## src/rtl/phold_pkg.sv

```systemverilog
`default_nettype none

package phold_pkg;

   typedef logic [15:0] sim_time_t;    // Event timestamp
   typedef logic [2:0]  lp_id_t;       // Logical process number
   typedef logic [7:0]  rnd_t;
   typedef logic [7:0]  time_ofs_t;    // Gap from an event to its successor
   typedef logic [4:0]  hist_cnt_t;    // 0 to 16 entries

   localparam int NUM_LP = 2 ** $bits(lp_id_t);

   // Event message as it travels between cores
   typedef struct packed {
      logic [11:0] pad;
      logic        is_cancel;          // Anti-message
      lp_id_t      lp;
      sim_time_t   ts;
   } evt_msg_t;

   // One processed event, kept until GVT passes it
   typedef struct packed {
      logic        pad;
      lp_id_t      target;             // LP of the generated successor
      time_ofs_t   ofs;
      logic        is_cancel;
      lp_id_t      lp;
      sim_time_t   ts;
   } hist_entry_t;

   // Minimum time between an event and the event it generates
   localparam sim_time_t MIN_GAP = 16'd10;

   // Cancel to LP 0 at time 0, sent when an event produces nothing
   localparam evt_msg_t NULL_MSG = '{pad: '0, is_cancel: 1'b1, lp: '0, ts: '0};

   typedef enum logic [2:0] {
      IDLE,
      READ_HIST,
      FILTER_END,
      GEN_EVT,
      WRITE_HIST,
      SEND
   } ctrl_state_t;

endpackage

`default_nettype wire

```

## src/rtl/event_decode.sv

```systemverilog
`default_nettype none

module event_decode (
   input  wire logic                 clk,
   input  wire logic                 accept,
   input  wire phold_pkg::evt_msg_t  event_msg,
   input  wire phold_pkg::sim_time_t gvt,
   input  wire phold_pkg::rnd_t      random_in,
   output phold_pkg::evt_msg_t       cur_evt,
   output phold_pkg::sim_time_t      cur_gvt,
   output phold_pkg::evt_msg_t       new_msg,
   output phold_pkg::hist_entry_t    new_entry
);
   import phold_pkg::*;

   rnd_t      rnd;
   sim_time_t gen_ts;
   lp_id_t    gen_lp;

   always_ff @(posedge clk) begin
      if (accept) begin
         cur_evt <= event_msg;
         cur_gvt <= gvt;
         rnd     <= random_in;
      end
   end

   // Low random bits spread the successor in time, high bits pick its LP
   assign gen_ts = cur_evt.ts + MIN_GAP + sim_time_t'(rnd[4:0]);
   assign gen_lp = rnd[7:5];

   always_comb begin
      new_msg           = '0;
      new_msg.is_cancel = 1'b0;
      new_msg.lp        = gen_lp;
      new_msg.ts        = gen_ts;

      new_entry           = '0;
      new_entry.target    = gen_lp;
      new_entry.ofs       = time_ofs_t'(gen_ts - cur_evt.ts);
      new_entry.is_cancel = cur_evt.is_cancel;
      new_entry.lp        = cur_evt.lp;
      new_entry.ts        = cur_evt.ts;
   end

endmodule

`default_nettype wire

```

## config.mk

```make
export PLATFORM = sky130hd
export DESIGN_NAME = event_decode
export DESIGN_NICKNAME = d
export VERILOG_FILES = /design/src/rtl/phold_pkg.sv /design/src/rtl/event_decode.sv
export SDC_FILE = /design/constraint.sdc
export NUM_CORES = 1
export LEC_CHECK = 0
export ABC_AREA = 1
export BUFFER_PORTS_ARGS = -buffer_cell sky130_fd_sc_hd__buf_2
export CAP_MARGIN = 20
export CELL_PAD_IN_SITES_DETAIL_PLACEMENT = 0
export CELL_PAD_IN_SITES_GLOBAL_PLACEMENT = 1
export CORE_MARGIN = 2
export CORE_UTILIZATION = 35
export DETAILED_ROUTE_END_ITERATION = 10
export GPL_ROUTABILITY_DRIVEN = 0
export PLACE_DENSITY_LB_ADDON = 0.1
export SLEW_MARGIN = 20
export SYNTH_ARGS = -nofsm -noshare
export SYNTH_HDL_FRONTEND = slang
export SYNTH_SLANG_ARGS = --single-unit
```

## constraint.sdc

```tcl
create_clock -name clk -period 4.55 [get_ports clk]
set_input_delay 0.455 -clock clk [delete_from_list [all_inputs] [get_ports clk]]
set_output_delay 0.455 -clock clk [all_outputs]
set_load 0.05 [all_outputs]
```

==> results.toml <==
[logic_synthesis]
ys_ff_latch = 56
synth_top_family_by_area = "buffers and inverters"
seq_area_frac_synth = 0.586
synth_area_leaders = "edfxtp_1 59%, buf_4 11%, ha_1 7.0%, nand2_1 5.4%, inv_1 3.7%"
syn_area_um2 = 2870
syn_area_per_cell_um2 = 12.0
synth.distinct_cells = 26
synth_top_area_cell = "edfxtp_1"
synth-simple-area-share = 0.121
synth-compound-area-share = 0.0214
postSynthCellCount = 240
yosysWarnings = 0
synthAdderAreaFrac = 0.0837
muxShareOfSynthArea = 0
synth-xor-area-share = 0.0427
synthDominantCellAreaShare = 0.586

[drt]
routedWlPerCell_um = 12.6
antenna_left = 0
drc_errors = 0
viasPerCell = 4.21
wl_mm = 6.07
num_vias = 2024
drt_iter0_drc = 50
first_pass_iters = 4

[sta]
slew_headroom = 0.533
fin_setup_tns_ns = 0
rsz0062_at_grt = "no"
worst_pin_slew_ns = 0.701
fmax_mhz = 270
fin_crit_ns = 3.71
setup_viol = 0
hold_violations = 0
drv_slew = 0
post-route-period-util = 0.815

[floorplanning]
coreArea_um2 = 8090
die_h_um = 94.6
num_rows = 33
die-area_um2 = 8940
num_io_pins = 170
start_util = 0.355
fp.dieW_um = 94.6

[cells_and_area]
drive_gt1_frac = 0.452
num-nets-final = 451
final_core_util = 0.447
multiInputGateArea_um2 = 832
antenna_cells = 0
register_area_um2 = 1680
area_growth_pct = 26.0
fill_cells = 801
fin_area_um2 = 3620

[flow_run]
maxCapViolCount = 0

[global_routing]
gr-total-overflow = 0
met2_usage = 0.204
grt_max_degree = 57
met3_usage = 0.0654
grt_pass1_vias = 1918
busiest_layer = "met2"
grt_usage = 0.138
grt_pass1_wl_mm = 9.43
grt_util_met1 = 0.181
antenna_found_initial = 0

[worst_setup_path]
cp.arrival_ns = 3.25
cp.required_ns = 4.09
crit_path_end_kind = "primary output"
cpPeakStageDelay_ns = 0.43
cpLargestDelayFamily = "adder cells"
start_kind = "flop"
cp_max_fo = 4
worst_path_max_delay_cell = "fa_1"
timing.critical_path.cells = "inv_1 -> ha_1 -> inv_1 -> ha_1 -> fa_1 -> nand3_1 -> nand3_1 -> xor2_1 -> ha_1 -> a21oi_1 -> nand3_1 -> xnor2_2 -> buf_2"
crit_buf_inv = 3
path_class = "reg -> out"

[cts]
ctsHtreeMaxLevel = 2
post-cts-setup-buffers = 0
cts_root_buf = "clkbuf_8"
cts_tree = "done"
cts.path.max_buffers = 2
post_cts_resized = 0
cts_buffers = 5
clk_pin_slew_ns = 0.09
clock_sinks = 56
ctsHoldBuffers = 0

[power_and_ir_drop]
p_per_area_nw_per_um2 = 501
leakage_nw = 1.78
peakVddDrop_mv = 0.264

[placement]
place_area_um2 = 3530
place_hpwl_mm = 4.83
io_buffers = 155

[min_path]
min_path_type = "in -> reg"

[status]
outcome = "finished, final reports clean"
synth_stat cells:
cell type and instances:
a21o_1 1, a21oi_1 5, a31oi_1 3, buf_4 41, conb_1 1, edfxtp_1 56
fa_1 2, ha_1 16, inv_1 28, nand2_1 41, nand2_2 1, nand2_4 1
nand3_1 9, nand3_2 1, nand3_4 1, nand3b_1 3, nand4_1 3, nor2_1 6
nor2_4 1, nor3_1 2, nor4_2 1, o21ai_0 1, o21ai_1 1, or2_1 1
xnor2_1 5, xor2_1 9
cell usage in the layout, fill, tap and decap left out:
cell type / instances
nand3_2: 1
a31oi_1: 3
o21ai_1: 1
conb_1: 14
clkinv_2: 2
nand3_4: 1
nor4_2: 1
xnor2_2: 1
nand3_1: 9
a21oi_1: 5
nand2_1: 41
a21o_1: 1
nand4_1: 3
o21ai_0: 1
buf_2: 155
xnor2_1: 4
nor3_1: 2
inv_1: 28
or2_1: 1
nand2_2: 1
xor2_1: 9
clkinv_1: 1
edfxtp_1: 56
nor2_4: 1
nor2_1: 6
clkbuf_8: 5
nand3b_1: 3
buf_4: 1
nand2_4: 1
fa_1: 2
ha_1: 16
cell families (layout without fill, tap and decap cells):
group,Yosys count,in the layout
xor+xnor,14,14
flops,56,56
simple gates,71,71
compound gates,11,11
other cells,1,14
buf+inv,69,192
fa+ha+maj,18,18
through the flow:
stage                     setup WS (ns)  hold WS, ns  power (W)  cells
after floorplan                  0.0189        0.554    0.00141    253
after global placement             1.15        0.632    0.00158    473
after detailed placement           1.13        0.633    0.00158    473
after CTS                         0.771        0.313    0.00184    481
after global routing              0.544        0.299    0.00191    481
final                             0.841        0.323    0.00181    481
final timing paths:
check	from	end	cells past startpoint
worst max-delay path	cur_evt[1]	new_entry[26]	13
worst min-delay path	event_msg[23]	cur_evt[23]	1
report_power, final:
group	leakage [nW]	switching (W)	internal, W
Sequential	0.548	0.0000253	0.000614
Combinational	1.19	0.000707	0.000211
Clock	0.0453	0.000151	0.000105
cell type report:
type	instances	share of cell area
inverters	28	0.0291
repair buffers	156	0.217
multi-input cells	128	0.230
clock inverters	3	0.00381
clock buffers	5	0.0190
flip-flops and latches	56	0.465
well taps	105	0.0363
sequential cells by signal (all words and copies together) (netlist names):
signal and cells:
cur_evt 32, cur_gvt 16, rnd 8
per-layer routing:
metal	wire (um)	vias to the layer above	part of all wire
met5	0	-	0
li1	-	1019	-
met1	2520	899	0.41
met4	66	0	0.011
met2	2750	102	0.45
met3	734	4	0.12
No activity file was read; power rests on OpenSTA's default activity.
