### src/rtl/phold_pkg.sv
`default_nettype none

package phold_pkg;

   typedef logic [15:0] sim_time_t;    // Event timestamp
   typedef logic [2:0]  lp_id_t;       // Logical process number
   typedef logic [7:0]  rnd_t;
   typedef logic [7:0]  time_ofs_t;    // Gap from an event to its successor
   typedef logic [4:0]  hist_cnt_t;    // 0 to 16 entries

   localparam int NUM_LP = 2 ** $bits(lp_id_t);

   // Event message as it travels between cores
   typedef struct packed {
      logic [11:0] pad;
      logic        is_cancel;          // Anti-message
      lp_id_t      lp;
      sim_time_t   ts;
   } evt_msg_t;

   // One processed event, kept until GVT passes it
   typedef struct packed {
      logic        pad;
      lp_id_t      target;             // LP of the generated successor
      time_ofs_t   ofs;
      logic        is_cancel;
      lp_id_t      lp;
      sim_time_t   ts;
   } hist_entry_t;

   // Minimum time between an event and the event it generates
   localparam sim_time_t MIN_GAP = 16'd10;

   // Cancel to LP 0 at time 0, sent when an event produces nothing
   localparam evt_msg_t NULL_MSG = '{pad: '0, is_cancel: 1'b1, lp: '0, ts: '0};

   typedef enum logic [2:0] {
      IDLE,
      READ_HIST,
      FILTER_END,
      GEN_EVT,
      WRITE_HIST,
      SEND
   } ctrl_state_t;

endpackage

`default_nettype wire

### src/rtl/hist_filter.sv
`default_nettype none

module hist_filter (
   input  wire logic                   clk,
   input  wire logic                   rst_n,
   input  wire logic                   clear,
   input  wire logic                   filt_vld,
   input  wire phold_pkg::hist_entry_t entry,
   input  wire phold_pkg::evt_msg_t    cur_evt,
   input  wire phold_pkg::sim_time_t   cur_gvt,
   output logic                        keep,
   output logic                        rollback,
   output logic                        discard_cur,
   output logic                        gen_cancel,
   output phold_pkg::evt_msg_t         cancel_msg
);
   import phold_pkg::*;

   logic      expired;
   logic      annihilate;
   logic      late;
   sim_time_t succ_ts;

   // Older than GVT, can never be rolled back
   assign expired = (entry.ts < cur_gvt);

   // Event and anti-message cancel each other, only the first match counts
   assign annihilate = !expired && !discard_cur &&
                       (entry.is_cancel != cur_evt.is_cancel) &&
                       (entry.ts == cur_evt.ts);

   // Straggler, this entry was processed too early
   assign late = !expired && !annihilate &&
                 !entry.is_cancel && !cur_evt.is_cancel &&
                 (entry.ts > cur_evt.ts);

   assign rollback = filt_vld && late;
   assign keep     = filt_vld && !expired && !annihilate && !late;

   assign succ_ts = entry.ts + sim_time_t'(entry.ofs);

   always_ff @(posedge clk) begin
      if (!rst_n || clear) begin
         discard_cur <= 1'b0;
         gen_cancel  <= 1'b0;
      end else if (filt_vld && annihilate) begin
         discard_cur <= 1'b1;
         gen_cancel  <= cur_evt.is_cancel;   // Successor already went out
      end
   end

   // Anti-message chasing the successor of the annihilated entry
   always_ff @(posedge clk) begin
      if (filt_vld && annihilate && cur_evt.is_cancel) begin
         cancel_msg <= '{pad: '0, is_cancel: 1'b1, lp: entry.target, ts: succ_ts};
      end
   end

endmodule

`default_nettype wire

### config.mk
export PLATFORM = sky130hd
export DESIGN_NAME = hist_filter
export DESIGN_NICKNAME = d
export VERILOG_FILES = /design/src/rtl/phold_pkg.sv /design/src/rtl/hist_filter.sv
export SDC_FILE = /design/constraint.sdc
export NUM_CORES = 1
export LEC_CHECK = 0
export BUFFER_PORTS_ARGS = -buffer_cell sky130_fd_sc_hd__buf_4
export CORE_ASPECT_RATIO = 0.5
export CORE_MARGIN = 8
export CORE_UTILIZATION = 45
export DETAILED_ROUTE_END_ITERATION = 10
export GPL_TIMING_DRIVEN = 0
export PLACE_DENSITY_LB_ADDON = 0.15
export SETUP_SLACK_MARGIN = 0.15
export SYNTH_ARGS = -nofsm -noshare
export SYNTH_HDL_FRONTEND = slang
export SYNTH_SLANG_ARGS = --single-unit
### constraint.sdc
create_clock -name clk -period 3.2 [get_ports clk]
set_clock_uncertainty 0.15 [all_clocks]
set_input_delay 0.16 -clock clk [delete_from_list [all_inputs] [get_ports clk]]
set_output_delay 0.16 -clock clk [all_outputs]
set_load 0.05 [all_outputs]
==> reports/metrics.cfg <==
[global_routing]
grt.total_usage = 0.146
use_met3 = 0.0534
grt_first_pass_wirelength_um = 8630
use_met1 = 0.159
antenna_found_initial = 0
grt_pass1_vias = 1960
grt_max_degree = 20
grt_busiest_layer = met2
grt_overflow = 0
grt_util_met2 = 0.272

[route]
wl_um = 5400
route.detailed.drc = 0
drtIter0Drc = 59
first_pass_iters = 4
vias = 1816
wl_per_cell_um = 14.0
vias_per_cell = 4.73
ant_nets = 0

[timing]
timing.final.crit_share = 0.750
fin_setup_tns_ns = 0
fin_crit_ns = 2.40
setup_viol = 0
max_freq_mhz = 416
hold_ws_ns = 0.0225
slew_headroom = 0.502
final_max_slew_viol_count = 0
tightest_slew_ns = 0.746
rsz0062_at_grt = false
setup_ws_ns = 0.798
report.final.hold_viol_count = 0

[worst_hold_path]
min_to = gen_cancel
hp-start = clear
hold_path_class = in -> reg
worstHoldPathCells = 3

[power]
power_density_nw_per_um2 = 272
combPwrFrac = 0.391
pwr-share-seq = 0.384
switching_power_uw = 253
vdd_drop_max_v = 0.000160
switching_share = 0.319
leakage_nw = 1.55
p_int_uw = 539
p_clk_frac = 0.225

[logic_synthesis]
yosysWarnings = 0
synth.distinct_cells = 36
synthesis.area_sq_um = 2070
syn_avg_cell_area_sq_um = 9.33
synth-edff-count = 19
netlist.area_leader.share = 0.276
syn_inst = 222
synth_commonest_cells = ha_1 (39), inv_1 (37), edfxtp_1 (19)
yosys.area.top_type = edfxtp_1
synth_ff_type = edfxtp_1
async_flop_share = 0
ys_seq_area_frac = 0.295
synthTopCellsByArea = edfxtp_1 (28%), ha_1 (24%), inv_1 (6.7%)
synth_most_common_cell = ha_1
yosys_register_bits = 21

[placement]
dp_slack_ns = 0.473
dp_hpwl_um = 4770
placed_cell_area_sq_um = 2840
io_buffer_count = 87
place.gp.congestion = 0.767

[floorplan]
die_area_sq_um = 7160
die_w_um = 112
ios = 120
rows = 17
start_util = 0.470
core_area_sq_um = 4400
fp.dieH_um = 64.0

[clock_tree]
cts_resized = 0
cts_tree = built
cts_setup_buffers = 0
hold_buffers = 3
cts_buffer_depth = 2
clk_latency_ns = 0.26
cts_inserted_buffers = 3
cts_sinks = 21
clock-root-buffer = clkbuf_8
clk_pin_slew_ns = 0.08
h-tree-depth = 1

[status]
status = completed

[setup_path]
cp.arrival_ns = 2.15
cp_cell_sequence = buf_4 > ha_1 > nand2_1 > or2_4 > o41ai_4 > nand3_2 > inv_1
required_ns = 2.95
startpoint_type = primary input
worst_r2r_startpoint = discard_cur
ff2ff_path_depth = 5
cpMaxStageDelayCell = inv_1
critPathMaxFanout = 19
r2r_end = cancel_msg[9]
cp_num_buf_inv = 2
cp-end-kind = flip-flop
critPathMaxStageDelay_ns = 0.57
cp_top_family = buffers and inverters
path_class = in -> reg
reg2reg_slack_ns = 1.39

[cells_and_area]
syn_to_final_growth_pct = 40.7
nets = 452
diodes = 0
drive_above_1_share = 0.346
finalInstanceArea_sq_um = 2910

[flow_run]
drv_cap = 0

tightest hold or removal path, delay by kind of cell:
kind	cells	cell delay, ns
and+or+nand+nor	1	0.13
buffers and inverters	1	0.07
AOI/OAI and AO/OA	1	0.04
cell families (layout without fill, tap and decap cells):
logic type,after synthesis,count (layout),synth area share
AO/OA/AOI/OAI,43,43,0.151
XOR/XNOR,15,15,0.0634
adder cells (fa/ha/maj),40,40,0.245
buffers and inverters,50,144,0.114
flip-flops,21,21,0.295
other,2,13,0.00363
AND/OR/NAND/NOR,51,51,0.127
routing by layer:
metal  vias up  routed length (um)
met5         -                   0
met4         0                  38
met3         5                 442
met2        58                2650
met1       800                2260
li1        953                   -
layout make-up:
cell class / instances / area [sq um]
Sequential cell: 21 / 611
Clock inverter: 1 / 5.00
Buffer: 13 / 97.6
Tap cell: 57 / 71.3
Fill cell: 359 / 1490
Inverter: 37 / 139
Timing Repair Buffer: 90 / 683
Multi-Input combinational cell: 162 / 1260
Clock buffer: 3 / 41.3
worst max-delay path by stage:
stage,startpoint,end,slack (ns),depth (start not counted)
floorplan,cur_gvt[15],rollback,0.92,6
CTS,entry[15],cancel_msg[11],0.76,7
finish,entry[15],cancel_msg[9],0.80,7
global route,entry[7],cancel_msg[9],0.60,8
global placement,entry[15],cancel_msg[15],0.53,7
detailed placement,entry[15],cancel_msg[14],0.47,7
power by group through the flow:
stage               Clock, mW  Combinational [mW]  Sequential [mW]
finish                  0.178               0.310            0.304
global route            0.194               0.344            0.304
CTS                     0.184               0.311            0.304
detailed placement          0               0.306            0.310
floorplan                   0               0.197            0.310
global placement            0               0.293            0.310
registers in the layout, summed over array words and instances, names as in the netlist:
signal       cells
gen_cancel       1
cancel_msg      19
discard_cur      1
per-stage QoR:
step	utilization	instances	power (mW)
finish	0.662	384	0.792
global route	0.662	384	0.841
CTS	0.662	384	0.799
detailed placement	0.644	377	0.616
global placement	0.644	377	0.603
floorplan	-	233	0.508
cells in the final DEF, fill, tap and decap left out, types with 2 or more instances in the layout:
cell / n
a21oi_2: 2
a21oi_1: 16
dfxtp_1: 2
nand2b_1: 2
nand4_1: 4
edfxtp_1: 19
nand3_1: 6
dlygate4sd3_1: 3
and3_1: 3
xor2_1: 4
a21o_1: 5
a211oi_1: 2
xnor2_1: 11
o41ai_4: 2
nand2_1: 11
ha_1: 39
buf_4: 100
nor2_1: 12
nor2b_1: 6
conb_1: 13
inv_1: 37
clkbuf_8: 3
nor3_1: 2
o21ai_0: 7
o21a_1: 2
Power figures use the tool's default switching activity.
