[config.mk]
export PLATFORM = sky130hd
export DESIGN_NAME = event_ctrl
export DESIGN_NICKNAME = d
export VERILOG_FILES = /design/src/rtl/phold_pkg.sv /design/src/rtl/fwft_fifo.sv /design/src/rtl/event_ctrl.sv
export SDC_FILE = /design/constraint.sdc
export NUM_CORES = 1
export LEC_CHECK = 0
export BUFFER_PORTS_ARGS = -buffer_cell sky130_fd_sc_hd__buf_2
export CAP_MARGIN = 25
export CORE_MARGIN = 8
export CORE_UTILIZATION = 40
export CTS_CLUSTER_DIAMETER = 120
export DETAILED_ROUTE_END_ITERATION = 6
export PLACE_DENSITY = 0.53
export SYNTH_ARGS = -nofsm -noshare
export SYNTH_HDL_FRONTEND = slang
export SYNTH_SLANG_ARGS = --single-unit
export TNS_END_PERCENT = 1
[constraint.sdc]
create_clock -name clk -period 5.3 [get_ports clk]
set_input_delay 1.06 -clock clk [delete_from_list [all_inputs] [get_ports clk]]
set_output_delay 1.06 -clock clk [all_outputs]
set_load 0.01 [all_outputs]
[src/rtl/phold_pkg.sv]
`default_nettype none

package phold_pkg;

   typedef logic [15:0] sim_time_t;    // Event timestamp
   typedef logic [2:0]  lp_id_t;       // Logical process number
   typedef logic [7:0]  rnd_t;
   typedef logic [7:0]  time_ofs_t;    // Gap from an event to its successor
   typedef logic [4:0]  hist_cnt_t;    // 0 to 16 entries

   localparam int NUM_LP = 2 ** $bits(lp_id_t);

   // Event message as it travels between cores
   typedef struct packed {
      logic [11:0] pad;
      logic        is_cancel;          // Anti-message
      lp_id_t      lp;
      sim_time_t   ts;
   } evt_msg_t;

   // One processed event, kept until GVT passes it
   typedef struct packed {
      logic        pad;
      lp_id_t      target;             // LP of the generated successor
      time_ofs_t   ofs;
      logic        is_cancel;
      lp_id_t      lp;
      sim_time_t   ts;
   } hist_entry_t;

   // Minimum time between an event and the event it generates
   localparam sim_time_t MIN_GAP = 16'd10;

   // Cancel to LP 0 at time 0, sent when an event produces nothing
   localparam evt_msg_t NULL_MSG = '{pad: '0, is_cancel: 1'b1, lp: '0, ts: '0};

   typedef enum logic [2:0] {
      IDLE,
      READ_HIST,
      FILTER_END,
      GEN_EVT,
      WRITE_HIST,
      SEND
   } ctrl_state_t;

endpackage

`default_nettype wire

[src/rtl/fwft_fifo.sv]
`default_nettype none

module fwft_fifo #(
   parameter int DEPTH = 16,
   parameter int WIDTH = 32
) (
   input  wire logic             clk,
   input  wire logic             rst_n,
   input  wire logic             clear,
   input  wire logic             wr_en,
   input  wire logic [WIDTH-1:0] din,
   input  wire logic             rd_en,
   output logic [WIDTH-1:0]      dout,
   output logic                  empty,
   output logic                  full
);
   localparam int PTR_W = (DEPTH > 1) ? $clog2(DEPTH) : 1;
   localparam int CNT_W = $clog2(DEPTH + 1);

   logic [WIDTH-1:0] mem [DEPTH];
   logic [PTR_W-1:0] wr_ptr;
   logic [PTR_W-1:0] rd_ptr;
   logic [CNT_W-1:0] count;
   logic             push;
   logic             pop;

   function automatic logic [PTR_W-1:0] next_ptr(input logic [PTR_W-1:0] p);
      return (p == PTR_W'(DEPTH - 1)) ? '0 : p + 1'b1;
   endfunction

   assign push  = wr_en && !full;     // Writes to a full buffer are dropped
   assign pop   = rd_en && !empty;
   assign dout  = mem[rd_ptr];        // Head word shows without a read
   assign empty = (count == '0);
   assign full  = (count == CNT_W'(DEPTH));

   always_ff @(posedge clk) begin
      if (!rst_n || clear) begin
         wr_ptr <= '0;
         rd_ptr <= '0;
         count  <= '0;
      end else begin
         if (push) begin
            wr_ptr <= next_ptr(wr_ptr);
         end
         if (pop) begin
            rd_ptr <= next_ptr(rd_ptr);
         end
         count <= count + CNT_W'(push) - CNT_W'(pop);
      end
   end

   always_ff @(posedge clk) begin
      if (push) begin
         mem[wr_ptr] <= din;
      end
   end

endmodule

`default_nettype wire

[src/rtl/event_ctrl.sv]
`default_nettype none

module event_ctrl #(
   parameter int HIST_DEPTH = 16
) (
   input  wire logic                   clk,
   input  wire logic                   rst_n,
   input  wire logic                   event_valid,
   input  wire phold_pkg::evt_msg_t    cur_evt,
   input  wire phold_pkg::hist_entry_t new_entry,
   input  wire phold_pkg::hist_cnt_t   hist_cnt,
   input  wire phold_pkg::hist_entry_t rd_entry,
   input  wire logic                   keep,
   input  wire logic                   discard_cur,
   input  wire logic                   send_done,
   output logic                        ready,
   output logic                        accept,
   output logic                        rd_en,
   output logic [$clog2(HIST_DEPTH)-1:0] rd_idx,
   output logic                        filt_vld,
   output logic                        clear,
   output logic                        wr_en,
   output logic [$clog2(HIST_DEPTH)-1:0] wr_idx,
   output phold_pkg::hist_entry_t      wr_entry,
   output logic                        set_cnt,
   output phold_pkg::hist_cnt_t        new_cnt,
   output logic                        send_start
);
   import phold_pkg::*;

   localparam int IDX_W = $clog2(HIST_DEPTH);

   ctrl_state_t state;
   ctrl_state_t state_nxt;
   hist_cnt_t   pos;            // Read or write position in the LP's history
   logic        gen_wr;
   logic        buf_wr;
   logic        buf_empty;
   logic        buf_full;
   hist_entry_t buf_din;

   assign ready  = (state == IDLE);
   assign accept = ready && event_valid;
   assign clear  = (state == IDLE);

   assign rd_en  = (state == READ_HIST) && (pos < hist_cnt);
   assign rd_idx = pos[IDX_W-1:0];

   assign gen_wr  = (state == GEN_EVT) && !discard_cur && !buf_full;
   assign buf_wr  = (filt_vld && keep) || gen_wr;
   assign buf_din = gen_wr ? new_entry : rd_entry;

   assign wr_en   = (state == WRITE_HIST) && !buf_empty;   // Drain buffer from index 0
   assign wr_idx  = pos[IDX_W-1:0];
   assign set_cnt = (state == WRITE_HIST) && buf_empty;
   assign new_cnt = pos;

   always_comb begin
      state_nxt = state;
      case (state)
         IDLE:       if (accept) state_nxt = READ_HIST;
         READ_HIST:  if (pos == hist_cnt) state_nxt = FILTER_END;   // Last entry in filter
         FILTER_END: state_nxt = GEN_EVT;
         GEN_EVT:    state_nxt = WRITE_HIST;
         WRITE_HIST: if (buf_empty) state_nxt = SEND;
         SEND:       if (send_done) state_nxt = IDLE;
         default:    state_nxt = IDLE;
      endcase
   end

   always_ff @(posedge clk) begin
      if (!rst_n) begin
         state      <= IDLE;
         pos        <= '0;
         filt_vld   <= 1'b0;
         send_start <= 1'b0;
      end else begin
         state      <= state_nxt;
         filt_vld   <= rd_en;      // Entry returns a cycle after its read
         send_start <= set_cnt;    // High in the first SEND cycle
         if (state == IDLE || state == GEN_EVT) begin
            pos <= '0;
         end else if (rd_en || wr_en) begin
            pos <= pos + 1'b1;
         end
      end
   end

   // Surviving entries plus the new one, in index order
   fwft_fifo #(
      .DEPTH (HIST_DEPTH),
      .WIDTH ($bits(hist_entry_t))
   ) i_hist_buf (
      .clk   (clk),
      .rst_n (rst_n),
      .clear (clear),
      .wr_en (buf_wr),
      .din   (buf_din),
      .rd_en (wr_en),
      .dout  (wr_entry),
      .empty (buf_empty),
      .full  (buf_full)
   );

endmodule

`default_nettype wire

==> flow_summary.json, run 1 <==
{
  "cts_root_buf": "clkbuf_16",
  "yosysWarnings": 0,
  "drv_slew": 0,
  "synth_compound_area_frac": 0.008570,
  "whs_ps": 513.2,
  "crit_chain": "buf_12, mux4_2, mux4_2, buf_2",
  "grt_pass1_vias": 10590,
  "slowest_stage": "dfxtp_4",
  "grt_max_degree": 65,
  "first_pass_iters": 5,
  "min_period_ps": 4141,
  "setup_violations": 0,
  "fin_worst_skew_ps": 26.43,
  "worst-path-stages": 4,
  "synthAdderAreaFrac": 0.01040,
  "die_w_um": 246.1,
  "clock_latency_ps": 620,
  "slowest_delay_ps": 600,
  "rr_worst_depth": 8,
  "cp-end-kind": "output pin",
  "synth_area_leaders": "edfxtp_1 73%, mux4_2 17%, dfxtp_1 2.6%",
  "grt_pass1_wl_um": 70570,
  "reg2reg_from": "i_hist_buf.count[3]",
  "fin_tns_setup_ps": 0,
  "ctsHtreeMaxLevel": 2,
  "crit_type": "flop to output pin",
  "synthSimpleGateAreaFrac": 0.02027,
  "drtIter0Drc": 714,
  "synthToLayoutAreaGrowth_pct": 15.65,
  "clockBufferDepth": 3,
  "core_region_area_sq_mm": 0.05245,
  "status": "complete, no violations",
  "nets": 1227,
  "period_share": 0.7813,
  "power_density_mw_per_mm2": 355.1,
  "cts_setup_buffers": 0,
  "vias_per_cell": 5.435,
  "numCtsBuffers": 57,
  "row_count": 84,
  "ys_seq_area_frac": 0.7518,
  "start_util": 0.4036,
  "slew-limit-headroom": 0.3633,
  "vias": 9952,
  "cp_top_family": "multiplexers",
  "clockPowerShare": 0.425,
  "holdBufCountCts": 0,
  "die_h_um": 246.1,
  "path_buf_inv": 2,
  "ios": 160,
  "crit_arrival_ps": 3080,
  "comb_power_share": 0.034,
  "cts.sinks": 539,
  "endpoint": "wr_entry[1]",
  "synth_cell_types": 44,
  "switching_share": 0.2085,
  "yosysTopAreaCell": "edfxtp_1",
  "r2r-end": "i_hist_buf.mem[11][18]",
  "finalHoldViolations": 0,
  "start_kind": "flop",
  "syn-num-nets": 1067,
  "syn_area_sq_mm": 0.02117,
  "synth_xor_area_frac": 0.003310,
  "crit_path_max_fanout": 64,
  "dieArea_sq_mm": 0.06054,
  "rrSetupSlack_ps": 2310,
  "worstMarginPinSlew_ps": 952.8,
  "synthFlopType": "edfxtp_1",
  "cp_common_cell": "mux4_2",
  "cts_tree": "yes",
  "cts_resized": 0,
  "synth_top_area_frac": 0.7263,
  "synth_edf_count": 512,
  "drc": 0,
  "ys_async_sr_fraction": 0,
  "p_sw_uw": 1813,
  "hpwl_um": 25490,
  "p_seq_frac": 0.541,
  "muxShareOfSynthArea": 0.1896,
  "synth.ff_latch_count": 539,
  "antenna_left": 0,
  "routed_wl_um": 47450,
  "synthCells": 943,
  "n_antenna_cell": 0,
  "drv_cap": 0,
  "synth.avg_cell_area_sq_um": 22.45,
  "worstPathRequired_ps": 4240,
  "internal-power_uw": 6881,
  "synth_common_cells": "512 x edfxtp_1, 160 x mux4_2, 37 x nor2_1",
  "grt_overflow": 0,
  "rsz0062_at_grt": "false",
  "hp-class": "flop to flop",
  "grt_use_total": 0.1581,
  "routedWlPerCell_um": 25.92,
  "p_leak_uw": 0.007668,
  "fmax_ghz": 0.2415,
  "port_buffers": 127,
  "drive_gt1_frac": 0.3902,
  "antenna_found_initial": 0,
  "ir_drop_mv": 0.2388,
  "synth_most_common_cell": "edfxtp_1",
  "synth_top_family_by_area": "multiplexers",
  "gp_congestion": 0.7154,
  "clkSlewWorstSetupHoldPaths_ps": 60
}
[power groups by stage]
| stage | logic (uW) | clock network (uW) | registers (uW) |
|---|---|---|---|
| 2_1_floorplan | 183 | 0 | 4790 |
| 3_5_place_dp | 301 | 0 | 4800 |
| 5_1_grt | 325 | 3940 | 4710 |
| 6_report | 292 | 3690 | 4710 |
| 4_1_cts | 301 | 3790 | 4710 |
| 3_3_place_gp | 292 | 0 | 4800 |
[per-stage QoR]
stage	std cells	power, uW	utilization	setup slack, ps	area [sq um]
floorplan	943	4972	-	777.5	21170
CTS	1831	8800	0.4668	1048	24480
finish	1831	8694	0.4668	1159	24480
detailed placement	1732	5097	0.4345	1619	22790
global placement	1732	5087	0.4345	1656	22790
global route	1831	8972	0.4668	971.7	24480
[worst min path at each step]
stage | slack, ps | cells after the start | start | endpoint
after floorplan | 480 | 1 | i_hist_buf.rd_ptr[3] | flop
after global placement | 500 | 1 | i_hist_buf.rd_ptr[3] | flop
after detailed placement | 510 | 2 | new_cnt[4] | new_cnt[4]
after CTS | 520 | 2 | new_cnt[4] | new_cnt[4]
after global routing | 540 | 1 | i_hist_buf.rd_ptr[3] | flop
final | 510 | 2 | new_cnt[4] | new_cnt[4]
[tightest hold or removal path: stages (launching register included)]
cell and delay (ps):
dfxtp_1 340, nand2_1 70, mux2i_1 60
[per-layer routing]
metal | up-vias | GRT usage | wire length, um | share of wire
met2 | 238 | 0.2570 | 23210 | 0.49
met3 | 60 | 0.02827 | 1958 | 0.041
met5 | - | 0 | 0 | 0
met1 | 5375 | 0.2214 | 21450 | 0.45
met4 | 0 | 0.03659 | 835 | 0.018
li1 | 4279 | - | - | -
[registers in the layout, summed over array words and instances, names as in the netlist, named ones only]
name	flops
i_hist_buf.count	5
i_hist_buf.mem	512
i_hist_buf.wr_ptr	4
i_hist_buf.rd_ptr	4
state	3
filt_vld	1
send_start	1
new_cnt	5
[placed cells by master (no fill, tap or decap), drive strengths merged, types with 2 or more instances in the layout]
cell / netlist / routed
dfxtp: 27 / 27
clkbuf: 21 / 72
nand4: 4 / 4
clkinv: 0 / 21
nand2b: 6 / 6
mux4: 160 / 160
ha: 16 / 16
mux2: 32 / 32
a21oi: 9 / 9
nand2: 16 / 16
nand3: 3 / 3
and4b: 2 / 2
buf: 35 / 157
a41oi: 2 / 2
nor2: 37 / 37
inv: 15 / 18
xnor2: 4 / 4
bufinv: 0 / 2
a31oi: 2 / 2
edfxtp: 512 / 512
xor2: 4 / 4
o21ai: 3 / 3
nor2b: 3 / 3
and2: 3 / 3
mux2i: 5 / 5
nor3: 6 / 6
a311oi: 2 / 2
[cell families after synthesis]
kind of cell | count (synthesis)
XOR/XNOR | 8
AND/OR/NAND/NOR | 85
AO/OA/AOI/OAI | 26
flip-flops | 539
multiplexers | 197
adder cells (fa/ha/maj) | 17
buffers and inverters | 71
[area by class of cell]
cell class | instances | area [sq um]
multi-input cells | 333 | 5032
repair buffers | 157 | 910.9
inverters | 15 | 56.30
well taps | 688 | 860.8
flip-flops and latches | 539 | 15930
fillers | 4328 | 27960
clock buffers | 72 | 1493
clock inverters | 27 | 202.7
(Power assumes the default switching activity.)
==> run 2, diff against run 1 <==
Settings changed: PLACE_DENSITY 0.53 to 0.55.
Clock period 5.3 ns to 3.8 ns, I/O delays scaled along.
==> run 2 against run 1 <==
Clock skew is 1.0 ps higher; clock power rose by 39%; sequential cell count did not move; largest cell class unchanged; highest routed layer unchanged; core utilization grew 0.41 points; wire length decreased by 2.9%; global-route usage shrank 0.41 points; die area unchanged; sequential share of layout area is 0.55 points lower; critical path depth is the same.
==> flow_summary.json, run 2 (same netlist as run 1, synthesis figures left out) <==
{
  "status": "complete, no violations",
  "grt_util_met2": 0.2545,
  "worstMarginPinSlew_ps": 719.8,
  "period_share": 0.9340,
  "setup_violations": 0,
  "cts_resized": 0,
  "reg2reg_from": "i_hist_buf.count[2]",
  "n_antenna_cell": 0,
  "routedWlPerCell_um": 24.98,
  "grt_use_total": 0.1541,
  "r2r-end": "i_hist_buf.count[4]",
  "met1_usage": 0.2110,
  "design_area_sq_mm": 0.02469,
  "drv_slew": 0,
  "die_w_um": 246.1,
  "internal-power_uw": 9641,
  "comb_power_share": 0.034,
  "endpoint": "wr_entry[2]",
  "fin_util": 0.4709,
  "clockBufferDepth": 3,
  "cts_setup_buffers": 0,
  "rrSetupSlack_ps": 1030,
  "routed_wl_um": 46070,
  "p_leak_uw": 0.007741,
  "synthToLayoutAreaGrowth_pct": 16.66,
  "gp_congestion": 0.7199,
  "largest_reg_flops": 512,
  "worst-path-stages": 4,
  "start_kind": "flop",
  "antenna_left": 0,
  "core_region_area_sq_mm": 0.05245,
  "drc": 0,
  "top_usage_layer": "met2",
  "nets": 1238,
  "switching_share": 0.2027,
  "cp_common_cell": "mux4_2",
  "holdBufCountCts": 0,
  "p_seq_frac": 0.543,
  "fmax_ghz": 0.2818,
  "p_sw_uw": 2451,
  "start_util": 0.4036,
  "place_area_sq_mm": 0.02300,
  "gr-usage-met3": 0.03119,
  "hp-class": "primary input to flop",
  "vias": 9849,
  "port_buffers": 127,
  "first_pass_iters": 5,
  "path_buf_inv": 2,
  "grt_pass1_wl_um": 69010,
  "drv_cap": 0,
  "slowest_delay_ps": 570,
  "vias_per_cell": 5.341,
  "antenna_found_initial": 0,
  "numCtsBuffers": 56,
  "worstPathRequired_ps": 3040,
  "crit_chain": "buf_12, mux4_2, mux4_2, buf_2",
  "cts_tree": "yes",
  "drtIter0Drc": 664,
  "cp_top_family": "multiplexers",
  "grt_pass1_vias": 10570,
  "nFillCells": 4297,
  "crit_type": "flop to output pin",
  "grt_max_degree": 43,
  "cp-end-kind": "output pin",
  "clock_latency_ps": 600,
  "crit_path_max_fanout": 34,
  "row_count": 84,
  "grt_overflow": 0,
  "layout_commonest_cell": "edfxtp_1",
  "fin_worst_skew_ps": 27.45,
  "dieArea_sq_mm": 0.06054,
  "ctsHtreeMaxLevel": 2,
  "crit_arrival_ps": 2790,
  "die_h_um": 246.1,
  "slowest_stage": "dfxtp_4",
  "finalHoldViolations": 0,
  "final_cell_mix": "512 x edfxtp_1, 160 x mux4_2, 127 x buf_2, 57 x clkbuf_16, 32 x mux2_2",
  "regMostFlops": "i_hist_buf.mem",
  "ios": 160,
  "rsz0062_at_grt": "false",
  "power_density_mw_per_mm2": 489.7,
  "clockPowerShare": 0.424,
  "ir_drop_mv": 0.3134,
  "min_period_ps": 3549,
  "cts.sinks": 539,
  "slew-limit-headroom": 0.5201,
  "cts_root_buf": "clkbuf_16",
  "drive_gt1_frac": 0.3927,
  "clkSlewWorstSetupHoldPaths_ps": 60,
  "hpwl_um": 25560,
  "rr_worst_depth": 13
}
## run 2: worst min-delay path by stage
stage	start	endpoint	slack, ps	cells past startpoint
global placement	new_cnt[4]	new_cnt[4]	490	2
finish	rst_n	send_start	500	2
global route	rst_n	state[2]	480	2
floorplan	i_hist_buf.rd_ptr[3]	flop	480	1
CTS	rst_n	send_start	450	2
detailed placement	new_cnt[4]	new_cnt[4]	490	2
## run 2: per-stage QoR
stage,instances,worst slack [ps],setup TNS [ps],power (uW),hold slack (ps)
finish,1844,251.0,0,12090,498.3
global route,1844,107.0,0,12490,483.6
CTS,1844,154.6,0,12230,454.9
detailed placement,1744,680.2,0,7105,487.8
global placement,1744,685.2,0,7094,488.1
floorplan,943,-421.0,-31220,6934,477.7
## run 2: final cells by class
cell class	instances	area [sq um]	share of cell area
Sequential cell	539	15930	0.6450
Multi-Input combinational cell	333	5039	0.2040
Clock buffer	74	1490	0.06034
Timing Repair Buffer	169	1114	0.04509
Tap cell	688	860.8	0.03486
Clock inverter	26	207.7	0.008411
Inverter	15	56.30	0.002280
## run 2: metal layers
metal / routed length (um) / vias to the layer above / part of all wire
li1: - / 4304 / -
met1: 20330 / 5273 / 0.44
met2: 22880 / 223 / 0.50
met3: 2188 / 49 / 0.047
met4: 667 / 0 / 0.014
met5: 0 / - / 0
## run 2: power groups by stage
stage | logic, uW | registers (uW) | clock network, uW
after global placement | 407 | 6690 | 0
after floorplan | 256 | 6680 | 0
after CTS | 419 | 6560 | 5250
final | 405 | 6560 | 5120
after global routing | 453 | 6560 | 5480
after detailed placement | 417 | 6690 | 0
