**src/rtl/phold_pkg.sv**
```systemverilog
`default_nettype none

package phold_pkg;

   typedef logic [15:0] sim_time_t;    // Event timestamp
   typedef logic [2:0]  lp_id_t;       // Logical process number
   typedef logic [7:0]  rnd_t;
   typedef logic [7:0]  time_ofs_t;    // Gap from an event to its successor
   typedef logic [4:0]  hist_cnt_t;    // 0 to 16 entries

   localparam int NUM_LP = 2 ** $bits(lp_id_t);

   // Event message as it travels between cores
   typedef struct packed {
      logic [11:0] pad;
      logic        is_cancel;          // Anti-message
      lp_id_t      lp;
      sim_time_t   ts;
   } evt_msg_t;

   // One processed event, kept until GVT passes it
   typedef struct packed {
      logic        pad;
      lp_id_t      target;             // LP of the generated successor
      time_ofs_t   ofs;
      logic        is_cancel;
      lp_id_t      lp;
      sim_time_t   ts;
   } hist_entry_t;

   // Minimum time between an event and the event it generates
   localparam sim_time_t MIN_GAP = 16'd10;

   // Cancel to LP 0 at time 0, sent when an event produces nothing
   localparam evt_msg_t NULL_MSG = '{pad: '0, is_cancel: 1'b1, lp: '0, ts: '0};

   typedef enum logic [2:0] {
      IDLE,
      READ_HIST,
      FILTER_END,
      GEN_EVT,
      WRITE_HIST,
      SEND
   } ctrl_state_t;

endpackage

`default_nettype wire

```
**src/rtl/fwft_fifo.sv**
```systemverilog
`default_nettype none

module fwft_fifo #(
   parameter int DEPTH = 16,
   parameter int WIDTH = 32
) (
   input  wire logic             clk,
   input  wire logic             rst_n,
   input  wire logic             clear,
   input  wire logic             wr_en,
   input  wire logic [WIDTH-1:0] din,
   input  wire logic             rd_en,
   output logic [WIDTH-1:0]      dout,
   output logic                  empty,
   output logic                  full
);
   localparam int PTR_W = (DEPTH > 1) ? $clog2(DEPTH) : 1;
   localparam int CNT_W = $clog2(DEPTH + 1);

   logic [WIDTH-1:0] mem [DEPTH];
   logic [PTR_W-1:0] wr_ptr;
   logic [PTR_W-1:0] rd_ptr;
   logic [CNT_W-1:0] count;
   logic             push;
   logic             pop;

   function automatic logic [PTR_W-1:0] next_ptr(input logic [PTR_W-1:0] p);
      return (p == PTR_W'(DEPTH - 1)) ? '0 : p + 1'b1;
   endfunction

   assign push  = wr_en && !full;     // Writes to a full buffer are dropped
   assign pop   = rd_en && !empty;
   assign dout  = mem[rd_ptr];        // Head word shows without a read
   assign empty = (count == '0);
   assign full  = (count == CNT_W'(DEPTH));

   always_ff @(posedge clk) begin
      if (!rst_n || clear) begin
         wr_ptr <= '0;
         rd_ptr <= '0;
         count  <= '0;
      end else begin
         if (push) begin
            wr_ptr <= next_ptr(wr_ptr);
         end
         if (pop) begin
            rd_ptr <= next_ptr(rd_ptr);
         end
         count <= count + CNT_W'(push) - CNT_W'(pop);
      end
   end

   always_ff @(posedge clk) begin
      if (push) begin
         mem[wr_ptr] <= din;
      end
   end

endmodule

`default_nettype wire

```
**src/rtl/event_result.sv**
```systemverilog
`default_nettype none

module event_result #(
   parameter int HIST_DEPTH = 16
) (
   input  wire logic                   clk,
   input  wire logic                   rst_n,
   input  wire logic                   rollback,
   input  wire phold_pkg::hist_entry_t rb_entry,
   input  wire phold_pkg::evt_msg_t    cur_evt,
   input  wire phold_pkg::evt_msg_t    new_msg,
   input  wire logic                   discard_cur,
   input  wire logic                   gen_cancel,
   input  wire phold_pkg::evt_msg_t    cancel_msg,
   input  wire logic                   send_start,
   input  wire logic                   ack,
   output logic                        out_valid,
   output phold_pkg::evt_msg_t         out_msg,
   output logic                        send_done
);
   import phold_pkg::*;

   hist_entry_t rb_head;
   logic        rb_empty;
   logic        rb_pop;
   logic        rb_second;    // Head's cancel is showing, its regular message is next
   logic        step;
   evt_msg_t    primary;
   evt_msg_t    rb_cncl;
   evt_msg_t    rb_evt;

   always_comb begin
      if (discard_cur) begin
         primary = gen_cancel ? cancel_msg : NULL_MSG;
      end else begin
         primary = cur_evt.is_cancel ? NULL_MSG : new_msg;   // Unmatched cancel ends here
      end
   end

   // Undo the successor first, then replay the rolled-back event
   assign rb_cncl = '{pad: '0, is_cancel: 1'b1, lp: rb_head.target,
                      ts: rb_head.ts + sim_time_t'(rb_head.ofs)};
   assign rb_evt  = '{pad: '0, is_cancel: 1'b0, lp: rb_head.lp, ts: rb_head.ts};

   assign step      = out_valid && ack;
   assign rb_pop    = step && rb_second;
   assign send_done = step && !rb_second && rb_empty;

   always_ff @(posedge clk) begin
      if (!rst_n) begin
         out_valid <= 1'b0;
         rb_second <= 1'b0;
      end else if (send_start) begin
         out_valid <= 1'b1;
         rb_second <= 1'b0;
      end else if (step) begin
         if (rb_second) begin
            rb_second <= 1'b0;
         end else if (rb_empty) begin
            out_valid <= 1'b0;     // Last message taken
         end else begin
            rb_second <= 1'b1;
         end
      end
   end

   always_ff @(posedge clk) begin
      if (send_start) begin
         out_msg <= primary;
      end else if (step) begin
         out_msg <= rb_second ? rb_evt : rb_cncl;
      end
   end

   // Rolled-back entries in history order
   fwft_fifo #(
      .DEPTH (HIST_DEPTH),
      .WIDTH ($bits(hist_entry_t))
   ) i_rb_buf (
      .clk   (clk),
      .rst_n (rst_n),
      .clear (1'b0),
      .wr_en (rollback),
      .din   (rb_entry),
      .rd_en (rb_pop),
      .dout  (rb_head),
      .empty (rb_empty),
      .full  ()
   );

endmodule

`default_nettype wire

```
**config.mk**
```make
export PLATFORM = sky130hd
export DESIGN_NAME = event_result
export DESIGN_NICKNAME = d
export VERILOG_FILES = /design/src/rtl/phold_pkg.sv /design/src/rtl/fwft_fifo.sv /design/src/rtl/event_result.sv
export SDC_FILE = /design/constraint.sdc
export NUM_CORES = 1
export LEC_CHECK = 0
export ABC_CLOCK_PERIOD_IN_PS = 3600
export BUFFER_PORTS_ARGS = -buffer_cell sky130_fd_sc_hd__buf_2
export CAP_MARGIN = 20
export CORE_UTILIZATION = 27
export CTS_CLUSTER_DIAMETER = 30
export DETAILED_ROUTE_END_ITERATION = 8
export GPL_ROUTABILITY_DRIVEN = 0
export PLACE_DENSITY_LB_ADDON = 0.1
export SLEW_MARGIN = 20
export SYNTH_ARGS = -nofsm -noshare
export SYNTH_HDL_FRONTEND = slang
export SYNTH_SLANG_ARGS = --single-unit
```
**constraint.sdc**
```tcl
create_clock -name clk -period 3.6 [get_ports clk]
set_input_delay 0.36 -clock clk [delete_from_list [all_inputs] [get_ports clk]]
set_output_delay 0.36 -clock clk [all_outputs]
set_load 0.05 [all_outputs]
```
==> results of run 1 <==
[worst min-delay path, stage by stage]
cell and delay [ns]:
sky130_fd_sc_hd__buf_2 0.09, sky130_fd_sc_hd__a22oi_1 0.06, sky130_fd_sc_hd__nor2_1 0.09
[sequential cells by signal (all words and copies together), names as in the netlist, named ones only]
register / flops
i_rb_buf.count: 5
i_rb_buf.mem: 480
i_rb_buf.rd_ptr: 4
i_rb_buf.wr_ptr: 4
out_msg: 32
out_valid: 1
rb_second: 1
[metal layers]
metal / GRT usage (%) / wire [um] / vias to the layer above
met2: 24.94 / 29190 / 346
met5: 0 / 16 / -
met1: 20.08 / 27050 / 6063
met3: 3.795 / 3055 / 110
met4: 5.392 / 1294 / 2
li1: - / - / 4976
[power by group through the flow]
stage | Combinational [mW] | Clock (mW) | Sequential, mW
after global routing | 1.93 | 11.4 | 7.18
after global placement | 1.71 | 0 | 7.26
after floorplan | 0.825 | 0 | 7.42
after CTS | 1.75 | 11.1 | 7.16
final | 1.77 | 10.8 | 7.16
after detailed placement | 1.72 | 0 | 7.26
[worst max path at each step]
stage                  endpoint  depth (start not counted)  startpoint  slack [ns]
global placement    out_msg[14]                         10        flop       -0.03
finish              out_msg[15]                         11        flop        0.12
global route         out_msg[9]                         11        flop       -0.02
detailed placement  out_msg[14]                         10        flop       -0.04
floorplan           out_msg[11]                         13        flop        0.01
CTS                 out_msg[11]                         10        flop       0.003
[Yosys cell counts (3+ instances only)]
cell	number	area (sq um)
sky130_fd_sc_hd__a211oi_1	4	30.03
sky130_fd_sc_hd__a21oi_1	19	95.09
sky130_fd_sc_hd__a221oi_1	15	131.4
sky130_fd_sc_hd__a22o_1	5	43.79
sky130_fd_sc_hd__a22oi_1	18	135.1
sky130_fd_sc_hd__a31oi_1	5	31.28
sky130_fd_sc_hd__and2_1	10	62.56
sky130_fd_sc_hd__and3_1	3	18.77
sky130_fd_sc_hd__buf_1	6	22.52
sky130_fd_sc_hd__buf_12	3	60.06
sky130_fd_sc_hd__buf_2	10	50.05
sky130_fd_sc_hd__buf_4	5	37.54
sky130_fd_sc_hd__buf_6	4	45.04
sky130_fd_sc_hd__clkbuf_1	24	90.09
sky130_fd_sc_hd__dfxtp_1	19	380.4
sky130_fd_sc_hd__edfxtp_1	512	15370
sky130_fd_sc_hd__ha_1	19	237.7
sky130_fd_sc_hd__inv_1	16	60.06
sky130_fd_sc_hd__mux2i_1	16	160.2
sky130_fd_sc_hd__mux4_1	8	210.2
sky130_fd_sc_hd__mux4_2	133	2995
sky130_fd_sc_hd__nand2_1	27	101.4
sky130_fd_sc_hd__nand4_1	3	18.77
sky130_fd_sc_hd__nor2_1	40	150.1
sky130_fd_sc_hd__nor2b_1	12	75.07
sky130_fd_sc_hd__nor3_1	9	45.04
sky130_fd_sc_hd__o211ai_1	3	22.52
sky130_fd_sc_hd__o21a_1	3	22.52
sky130_fd_sc_hd__o21ai_0	10	50.05
sky130_fd_sc_hd__o21bai_1	3	22.52
sky130_fd_sc_hd__or3_1	3	18.77
sky130_fd_sc_hd__xnor2_1	9	78.83
sky130_fd_sc_hd__xor2_1	3	26.28
[layout by cell type, fill, tap and decap left out, drive strengths merged, types with 8 or more instances in the layout]
| cell type | count |
|---|---|
| inv | 25 |
| bufinv | 8 |
| clkbuf | 166 |
| a221oi | 17 |
| clkinv | 47 |
| a22oi | 19 |
| a21oi | 20 |
| dlygate4sd3 | 19 |
| mux4 | 141 |
| clkinvlp | 8 |
| edfxtp | 512 |
| and2 | 10 |
| nor2 | 42 |
| mux2i | 16 |
| dfxtp | 19 |
| buf | 220 |
| xnor2 | 9 |
| nor3 | 10 |
| nand2 | 27 |
| nor2b | 12 |
| ha | 19 |
| o21ai | 10 |
[area by class of cell]
| cell class | instances | area, sq um | area share (%) |
|---|---|---|---|
| sequential | 531 | 15760 | 55.40 |
| multi-input combinational | 416 | 5366 | 18.86 |
| clock buffer | 165 | 3437 | 12.08 |
| timing repair buffer | 240 | 1798 | 6.319 |
| tap | 1040 | 1301 | 4.573 |
| clock inverter | 70 | 720.7 | 2.533 |
| inverter | 18 | 67.56 | 0.2374 |
[logic make-up (layout without fill, tap and decap cells)]
kind of cell / count (synthesis) / count (layout)
mux: 159 / 159
fa+ha+maj: 21 / 21
xor+xnor: 12 / 12
compound gates: 106 / 106
buf+inv: 72 / 493
flops: 531 / 531
simple gates: 118 / 118
[metrics by stage]
step | util [%] | worst slack (ns) | hold WS (ns) | TNS (ns) | std cells
finish | 36.61 | 0.1207 | 0.04591 | 0 | 2480
CTS | 36.30 | 0.002917 | 0.00001232 | 0 | 2468
floorplan | - | 0.01316 | 0.4589 | 0 | 1019
global placement | 30.70 | -0.02710 | 0.5369 | -0.02743 | 2214
detailed placement | 30.70 | -0.03655 | 0.5350 | -0.03655 | 2214
global route | 36.61 | -0.01901 | 0.02133 | -0.02973 | 2480
[repair_timing]
item                                   in CTS  in global routing
setup endpoints to repair                   2                 11
hold buffers                               19                  0
buffers inserted                            0                 11
endpoints found under the hold margin      36                  0
gates cloned                                0                  1
pin swaps                                   0                 10
resized for setup                           1                 18
==> summary.md, run 1 <==
The synthesized design contains 531 register bits. Entering global routing, the biggest net connects 33 pins. Between clock sinks in the finished design, the worst skew comes to 0.03291 ns. The floorplan has 102 rows.

Based on the critical path, the design can be clocked at up to 287.4 MHz. The critical path data required time is 4.02 ns. After synthesis, flip-flops and latches occupy 73.99% of the total area. The leakage dissipation is 9.474 nW, and the worst-case reg-to-reg path depth is 11. The fraction of layout instances using a drive strength above 1 came out at 40.69%. The first-pass GRT wire length is 85,460 um, and the critical path's largest stage delay is 0.58 ns. Clock-pin slew was measured on the worst setup and hold paths at 0.04 ns. The average vias per placed instance came out at 4.636.

For hold timing, the worst endpoint is out_msg[29]. For this configuration, the core starts out at a cell density of 27.40%. Of the total synthesized cell area, the portion taken by XOR and XNOR cells is 0.4936%. STA classifies the critical path endpoint as a flop. CTS built an H-tree with a depth of 4. Global routing usage summed across all routing layers: 15.40%. Number of port buffers: 135. Across the run, the number of max-cap violations was 0.

Total nets after synthesis: 1,175. The total overflow left after global routing is 0. In this run the deepest clock path goes through 3 buffers.

The layout has 7,218 filler cells. Along the worst path, the maximum fanout reaches 9. Summing every instance area after synthesis gives 0.02129 sq mm. Counting flops with an async set or reset pin after synthesis yields a share of 0%.

The width of the die was 282.8 um; the DRC violations left was 0. For this design the top-level I/O count stands at 169. Net switching is 23.82% of the power. For the area of all placed cells without fillers, the log shows 0.02845 sq mm.

The per-instance average area after synthesis was 20.90 sq um. Setup violations remaining at the end of the flow were counted as 0. For the switching power, the log shows 4.711 mW. The critical path goes through buf_12 -> buf_12 -> mux4_2 -> mux4_2 -> ha_4 -> o21ai_2 -> o211ai_1 -> a31o_2 -> a21boi_4 -> a41o_1 -> o211ai_2. The slowest stage of the critical path belongs to the cell sky130_fd_sc_hd__mux4_2. The clock network burns 54.9% of the power. In this run, the number of DRC markers left after iteration 0 of detailed routing was 747.

The final count of pins violating max slew was 0; the number of global-route vias before repair was 12,100. The number of enable flip-flop cells after synthesis is 512, and the count of endpoints failing hold in the final timing report is 0. The flow ran to the end, and the final reports show no timing, DRC or antenna violations. The mean routed wirelength per cell is 24.44 um. The arithmetic-cell share of the synthesized area counting full adders, half adders and majority gates was 1.304%; the worst reg-to-reg setup slack was 0.12 ns.

In this run the power density over the cells is 695.0 mW/mm^2. Counting both buffers and inverters, the worst setup path holds a total of 2. The tree is rooted in a sky130_fd_sc_hd__clkbuf_16. The tools report the kind of start point of the critical path as a flop. The synthesized netlist devotes 2.668% of its cell area to simple gates. Combinational family with the most area after synthesis: multiplexers. Area of the die: 0.08000 sq mm. The count of cells along the worst hold path came out at 3. The number of antenna violations at the first check in global routing was 6. IR analysis of the VDD net gives a maximum drop of 333.7 uV. The total of warnings raised by yosys was 0; the power after layout was 19.78 mW. Measured against the total synthesized area, the mux share comes to 15.91%. The flip-flop cell with the highest count after synthesis was sky130_fd_sc_hd__edfxtp_1. The die is 282.8 um tall. In this run the most critical hold path is launched from new_msg[29]. The later pin in the worst-skew pair is clocked with a latency of 0.69 ns. Per report_power, the sequential group accounts for 36.2% of the total.

The half-perimeter wire length after placement is 35,450 um, and the transition at the pin with the smallest max-transition slack is 0.9231 ns. The synthesis-to-finish area growth works out to 33.63%. Setup repair after global routing could not meet its margin everywhere. In this run the remaining antenna-violating nets after routing total 0.

For this run, the post-layout net count is 1,493. After layout, the worst path uses 96.65% of the clock period. The setup path with the least slack is of type reg -> reg. TritonCTS built the clock tree. The dominant delay contributor by cell family on the critical path was multiplexers.

Number of CTS-inserted buffers: 130. The worst hold path belongs to the class in -> reg. The area fraction in compound gates after synthesis was 3.743%. The region available for standard cell placement spans 0.07772 sq mm.

Wires add up to 60,600 um. Synthesis produced 1,019 cells. The detailed router placed 11,500 vias in this run. The repair_antennas step left the layout with diodes totalling 0.

The cell area after placement came out at 0.02386 sq mm. The combinational group share of total power is 9.0%. Reg-to-reg endpoint: out_msg[15].

The clock period could shrink to 3.479 ns. The data arrival time at the worst-slack endpoint came out at 3.90 ns. The total number of clock tree sinks came out at 531.

For the detailed-routing iteration count for the pre-antenna-repair pass, the log shows 4. The design internal power is 15.07 mW, and the count of cell types in the netlist is 60. The run gives 38.31% as the tightest slew margin relative to the limit.
No activity file was read; power rests on OpenSTA's default activity.
==> run 2: changes to the inputs <==
--- a/config.mk
+++ b/config.mk
@@ -16,4 +16,5 @@
 export SLEW_MARGIN = 20
 export SYNTH_ARGS = -nofsm -noshare
 export SYNTH_HDL_FRONTEND = slang
+export SYNTH_HIERARCHICAL = 1
 export SYNTH_SLANG_ARGS = --single-unit
==> run 2 against run 1 <==
Count of clock-buffer cells in the layout down 12. Area after synthesis down 0.66%. Total power down 3.3%. Register-to-register slack better by 0.05 ns. Critical path type unchanged. Routed wire length down 1.0%. Hold slack worse by 0.0049 ns. Sequential cell count unchanged. Setup slack better by 0.050 ns.
==> summary.md, run 2 <==
The initial core utilization was 27.31% (was 27.40%). For the total of warnings raised by yosys, the log shows 6 (was 0). The count of endpoints failing hold in the final timing report is 0 (unchanged), and the mapped cell area is 0.02115 sq mm (was 0.02129 sq mm). The logs give 7,242 (was 7,218) for the count of fill cells added during filler insertion and 0.07747 sq mm (was 0.07772 sq mm) for the placeable core region. The final net count is 1,545 (was 1,493).

Most used cells in the layout excluding fill and tap cells: sky130_fd_sc_hd__edfxtp_1 (512), sky130_fd_sc_hd__buf_2 (135), sky130_fd_sc_hd__clkbuf_16 (132) (was sky130_fd_sc_hd__edfxtp_1 (512), sky130_fd_sc_hd__buf_2 (135), sky130_fd_sc_hd__mux4_2 (133), sky130_fd_sc_hd__clkbuf_16 (133), sky130_fd_sc_hd__buf_4 (63)). Cell chain of the critical path: buf_12 -> buf_12 -> mux4_2 -> a22oi_1 -> nand2_2 -> fa_1 -> a21oi_2 -> buf_4 -> o21bai_1 -> xnor2_1 -> nor2_1 -> a211oi_1 -> buf_4 -> a21oi_1 (was buf_12 -> buf_12 -> mux4_2 -> mux4_2 -> ha_4 -> o21ai_2 -> o211ai_1 -> a31o_2 -> a21boi_4 -> a41o_1 -> o211ai_2). The run gives 4 (unchanged) as the level count of the clock H-tree.

The run gives 131 (was 130) as the number of CTS-inserted buffers. The critical path's largest stage delay is 0.50 ns (was 0.58 ns). Final count of pins violating max slew: 0 (unchanged). Type of the worst setup path: reg -> reg (unchanged).

The logs give 102 (unchanged) for the number of placement rows and 462.5 uV (was 333.7 uV) for the worst voltage drop across the vdd grid. The tools report the starting DRC count in detailed routing as 660 (was 747). The tools report the critical path data required time as 4.02 ns (about the same).

The kind of start point of the critical path is a flop (unchanged). The most common cell after layout, fill and taps aside was sky130_fd_sc_hd__edfxtp_1 (unchanged). The final core utilization is 36.64% (was 36.61%), and the post-layout minimum cycle time is 3.429 ns (was 3.479 ns). The cell with the biggest individual delay on the critical path was sky130_fd_sc_hd__fa_1 (was sky130_fd_sc_hd__mux4_2). The run finished with clean final reports. The remaining antenna violation count came out at 0 (unchanged). Worst reg-to-reg setup slack: 0.17 ns (was 0.12 ns). Number of global-route vias before repair: 12,510 (was 12,100). The number of flip-flops in the largest register is 480 (unchanged).

Start point of the worst hold path: new_msg[21] (was new_msg[29]). The number of max-cap violations is 0 (unchanged), and the width of the die is 281.9 um (was 282.8 um). The final hold slack was 0.04105 ns (was 0.04591 ns); the global routing usage summed across all routing layers was 15.32% (was 15.40%). The tools report the source-to-sink clock delay at the later pin of the worst-skew pair as 0.70 ns (was 0.69 ns). The worst-path maximum fanout is 5 (was 9), and the synthesis-to-finish area growth is 34.17% (was 33.63%).

For the maximum number of buffers from clock root to sink, the log shows 3 (unchanged). Area of all placed cells without fillers: 0.02838 sq mm (was 0.02845 sq mm). The total setup violations reported at the end of the flow was 0 (unchanged). The run gives 0.02687 ns (was 0.03291 ns) as the clock skew. Total power per unit cell area: 673.6 mW/mm^2 (was 695.0 mW/mm^2).

The run gives 36 (was 33) as the maximum number of pins on one net before global-route repair. The achievable clock frequency is 291.6 MHz (was 287.4 MHz). For the leakage dissipation, the log shows 9.572 nW (was 9.474 nW). The DRC violations left is 0 (unchanged).

The largest register by flop count is i_rb_buf/mem (was i_rb_buf.mem). The run gives 1,233 (was 1,175) as the total nets after synthesis. The power after layout is 19.12 mW (was 19.78 mW), and the detailed-routing iteration count for the pre-antenna-repair pass is 5 (was 4).

The count of non-filler cells in the finished layout was 2,539 (was 2,480); the data arrival time at the worst-slack endpoint was 3.85 ns (was 3.90 ns). The number of placed cells counting well taps was 2,269 (was 2,214). The first-pass GRT wire length came out at 85,100 um (was 85,460 um). The average vias per placed instance was 4.581 (was 4.636).

The path category of the worst min-delay check is in -> reg (unchanged). The number of I/O pins is 169 (unchanged), and the number of antenna violations at the first check in global routing is 4 (was 6). Library cell used as clock root buffer: sky130_fd_sc_hd__clkbuf_16 (unchanged). The y dimension of the die is 281.9 um (was 282.8 um), and the cell area after placement is 0.02372 sq mm (was 0.02386 sq mm). TritonCTS built the clock tree.

Portion of the clock cycle consumed by the worst path in the final layout: 95.26% (was 96.65%). The kind of end point of the critical path is a flop (unchanged). The endpoint with the worst hold slack was out_msg[21] (was out_msg[29]). The total number of clock tree sinks is 531 (unchanged). Largest registers ranked by flip-flop count: i_rb_buf/mem (480), out_msg (32), i_rb_buf/count (5) (was i_rb_buf.mem (480), out_msg (32), i_rb_buf.count (5)). The tools report the sum of negative setup slack as 0 ns (unchanged). The total number of vias is 11,630 (was 11,500), and the area of the die is 0.07947 sq mm (was 0.08000 sq mm). Worst-case reg-to-reg path depth: 14 (was 11).

The tools report the reg-to-reg endpoint as out_msg[4] (was out_msg[15]). The clock transition at the register clock pins on the worst setup and hold paths after CTS is 0.04 ns (about the same), and the final routed wirelength across all metal layers is 59,980 um (was 60,600 um). The count of cells along the worst hold path is 3 (unchanged). The minimum setup slack after placement was -0.1143 ns (was -0.03655 ns); the worst setup margin was 0.1706 ns (was 0.1207 ns).

The half-perimeter wire length after placement is 35,080 um (was 35,450 um), and the post-synthesis cell count is 1,077 (was 1,019). The per-instance average area after synthesis is 19.64 sq um (was 20.90 sq um), and the fraction of layout instances using a drive strength above 1 is 38.70% (was 40.69%). The number of port buffers came out at 135 (unchanged). The final global-route overflow total was 0 (unchanged). The mean routed wirelength per cell is 23.62 um (was 24.44 um). The transition at the pin with the smallest max-transition slack is 0.9340 ns (was 0.9231 ns), and the tightest slew margin relative to the limit is 37.74% (was 38.31%).
==> run 2: power by group <==
part	switching [mW]	total [mW]	leakage (nW)	internal [mW]
sequential	0.0217	6.91	4.82	6.89
clock	3.51	11.5	2.10	7.95
combinational	0.490	0.743	2.65	0.253
total	4.02	19.1	9.57	15.1
==> run 2: what timing repair did <==
action,in CTS,in global routing
setup buffers,0,11
hold buffers,16,0
hold endpoints to repair,20,0
setup endpoints to repair,8,12
pin swaps,0,0
resized for setup,3,13
==> run 2: cell type report <==
cell class	count	area (sq um)	area share, %
well taps	1040	1301	4.585
inverters	14	52.55	0.1852
flip-flops and latches	531	15760	55.54
multi-input cells	472	5146	18.13
clock buffers	153	3382	11.92
repair buffers	239	1758	6.194
diodes	3	7.507	0.02645
clock inverters	87	970.9	3.421
==> run 2: worst max-delay path by stage <==
stage                     start     endpoint  slack [ns]  depth (start not counted)
after floorplan            flop  out_msg[12]        0.31                         13
after global routing       flop   out_msg[4]      -0.008                         15
final                      flop   out_msg[4]        0.17                         14
after detailed placement   flop  out_msg[13]       -0.11                         11
after global placement     flop  out_msg[13]       -0.07                         11
after CTS                  flop  out_msg[13]        0.03                         11
==> run 2: per-layer routing <==
metal | GRT usage [%] | vias to the layer above | part of all wire, % | routed length [um]
met5 | 0 | - | 0 | 0
met4 | 5.602 | 0 | 2.0 | 1209
met3 | 3.679 | 92 | 4.8 | 2861
met2 | 26.21 | 328 | 50 | 30270
met1 | 18.69 | 6063 | 43 | 25640
li1 | - | 5147 | - | -
==> run 2: worst max-delay path, delay by kind of cell (launching register included) <==
kind | cells | cell delay (ns)
DFF | 1 | 0.37
and+or+nand+nor | 2 | 0.27
adders and majority gates | 1 | 0.50
xor gates and xnor gates | 1 | 0.13
AOI/OAI and AO/OA | 5 | 0.87
muxes | 1 | 0.49
buffers and inverters | 4 | 0.53
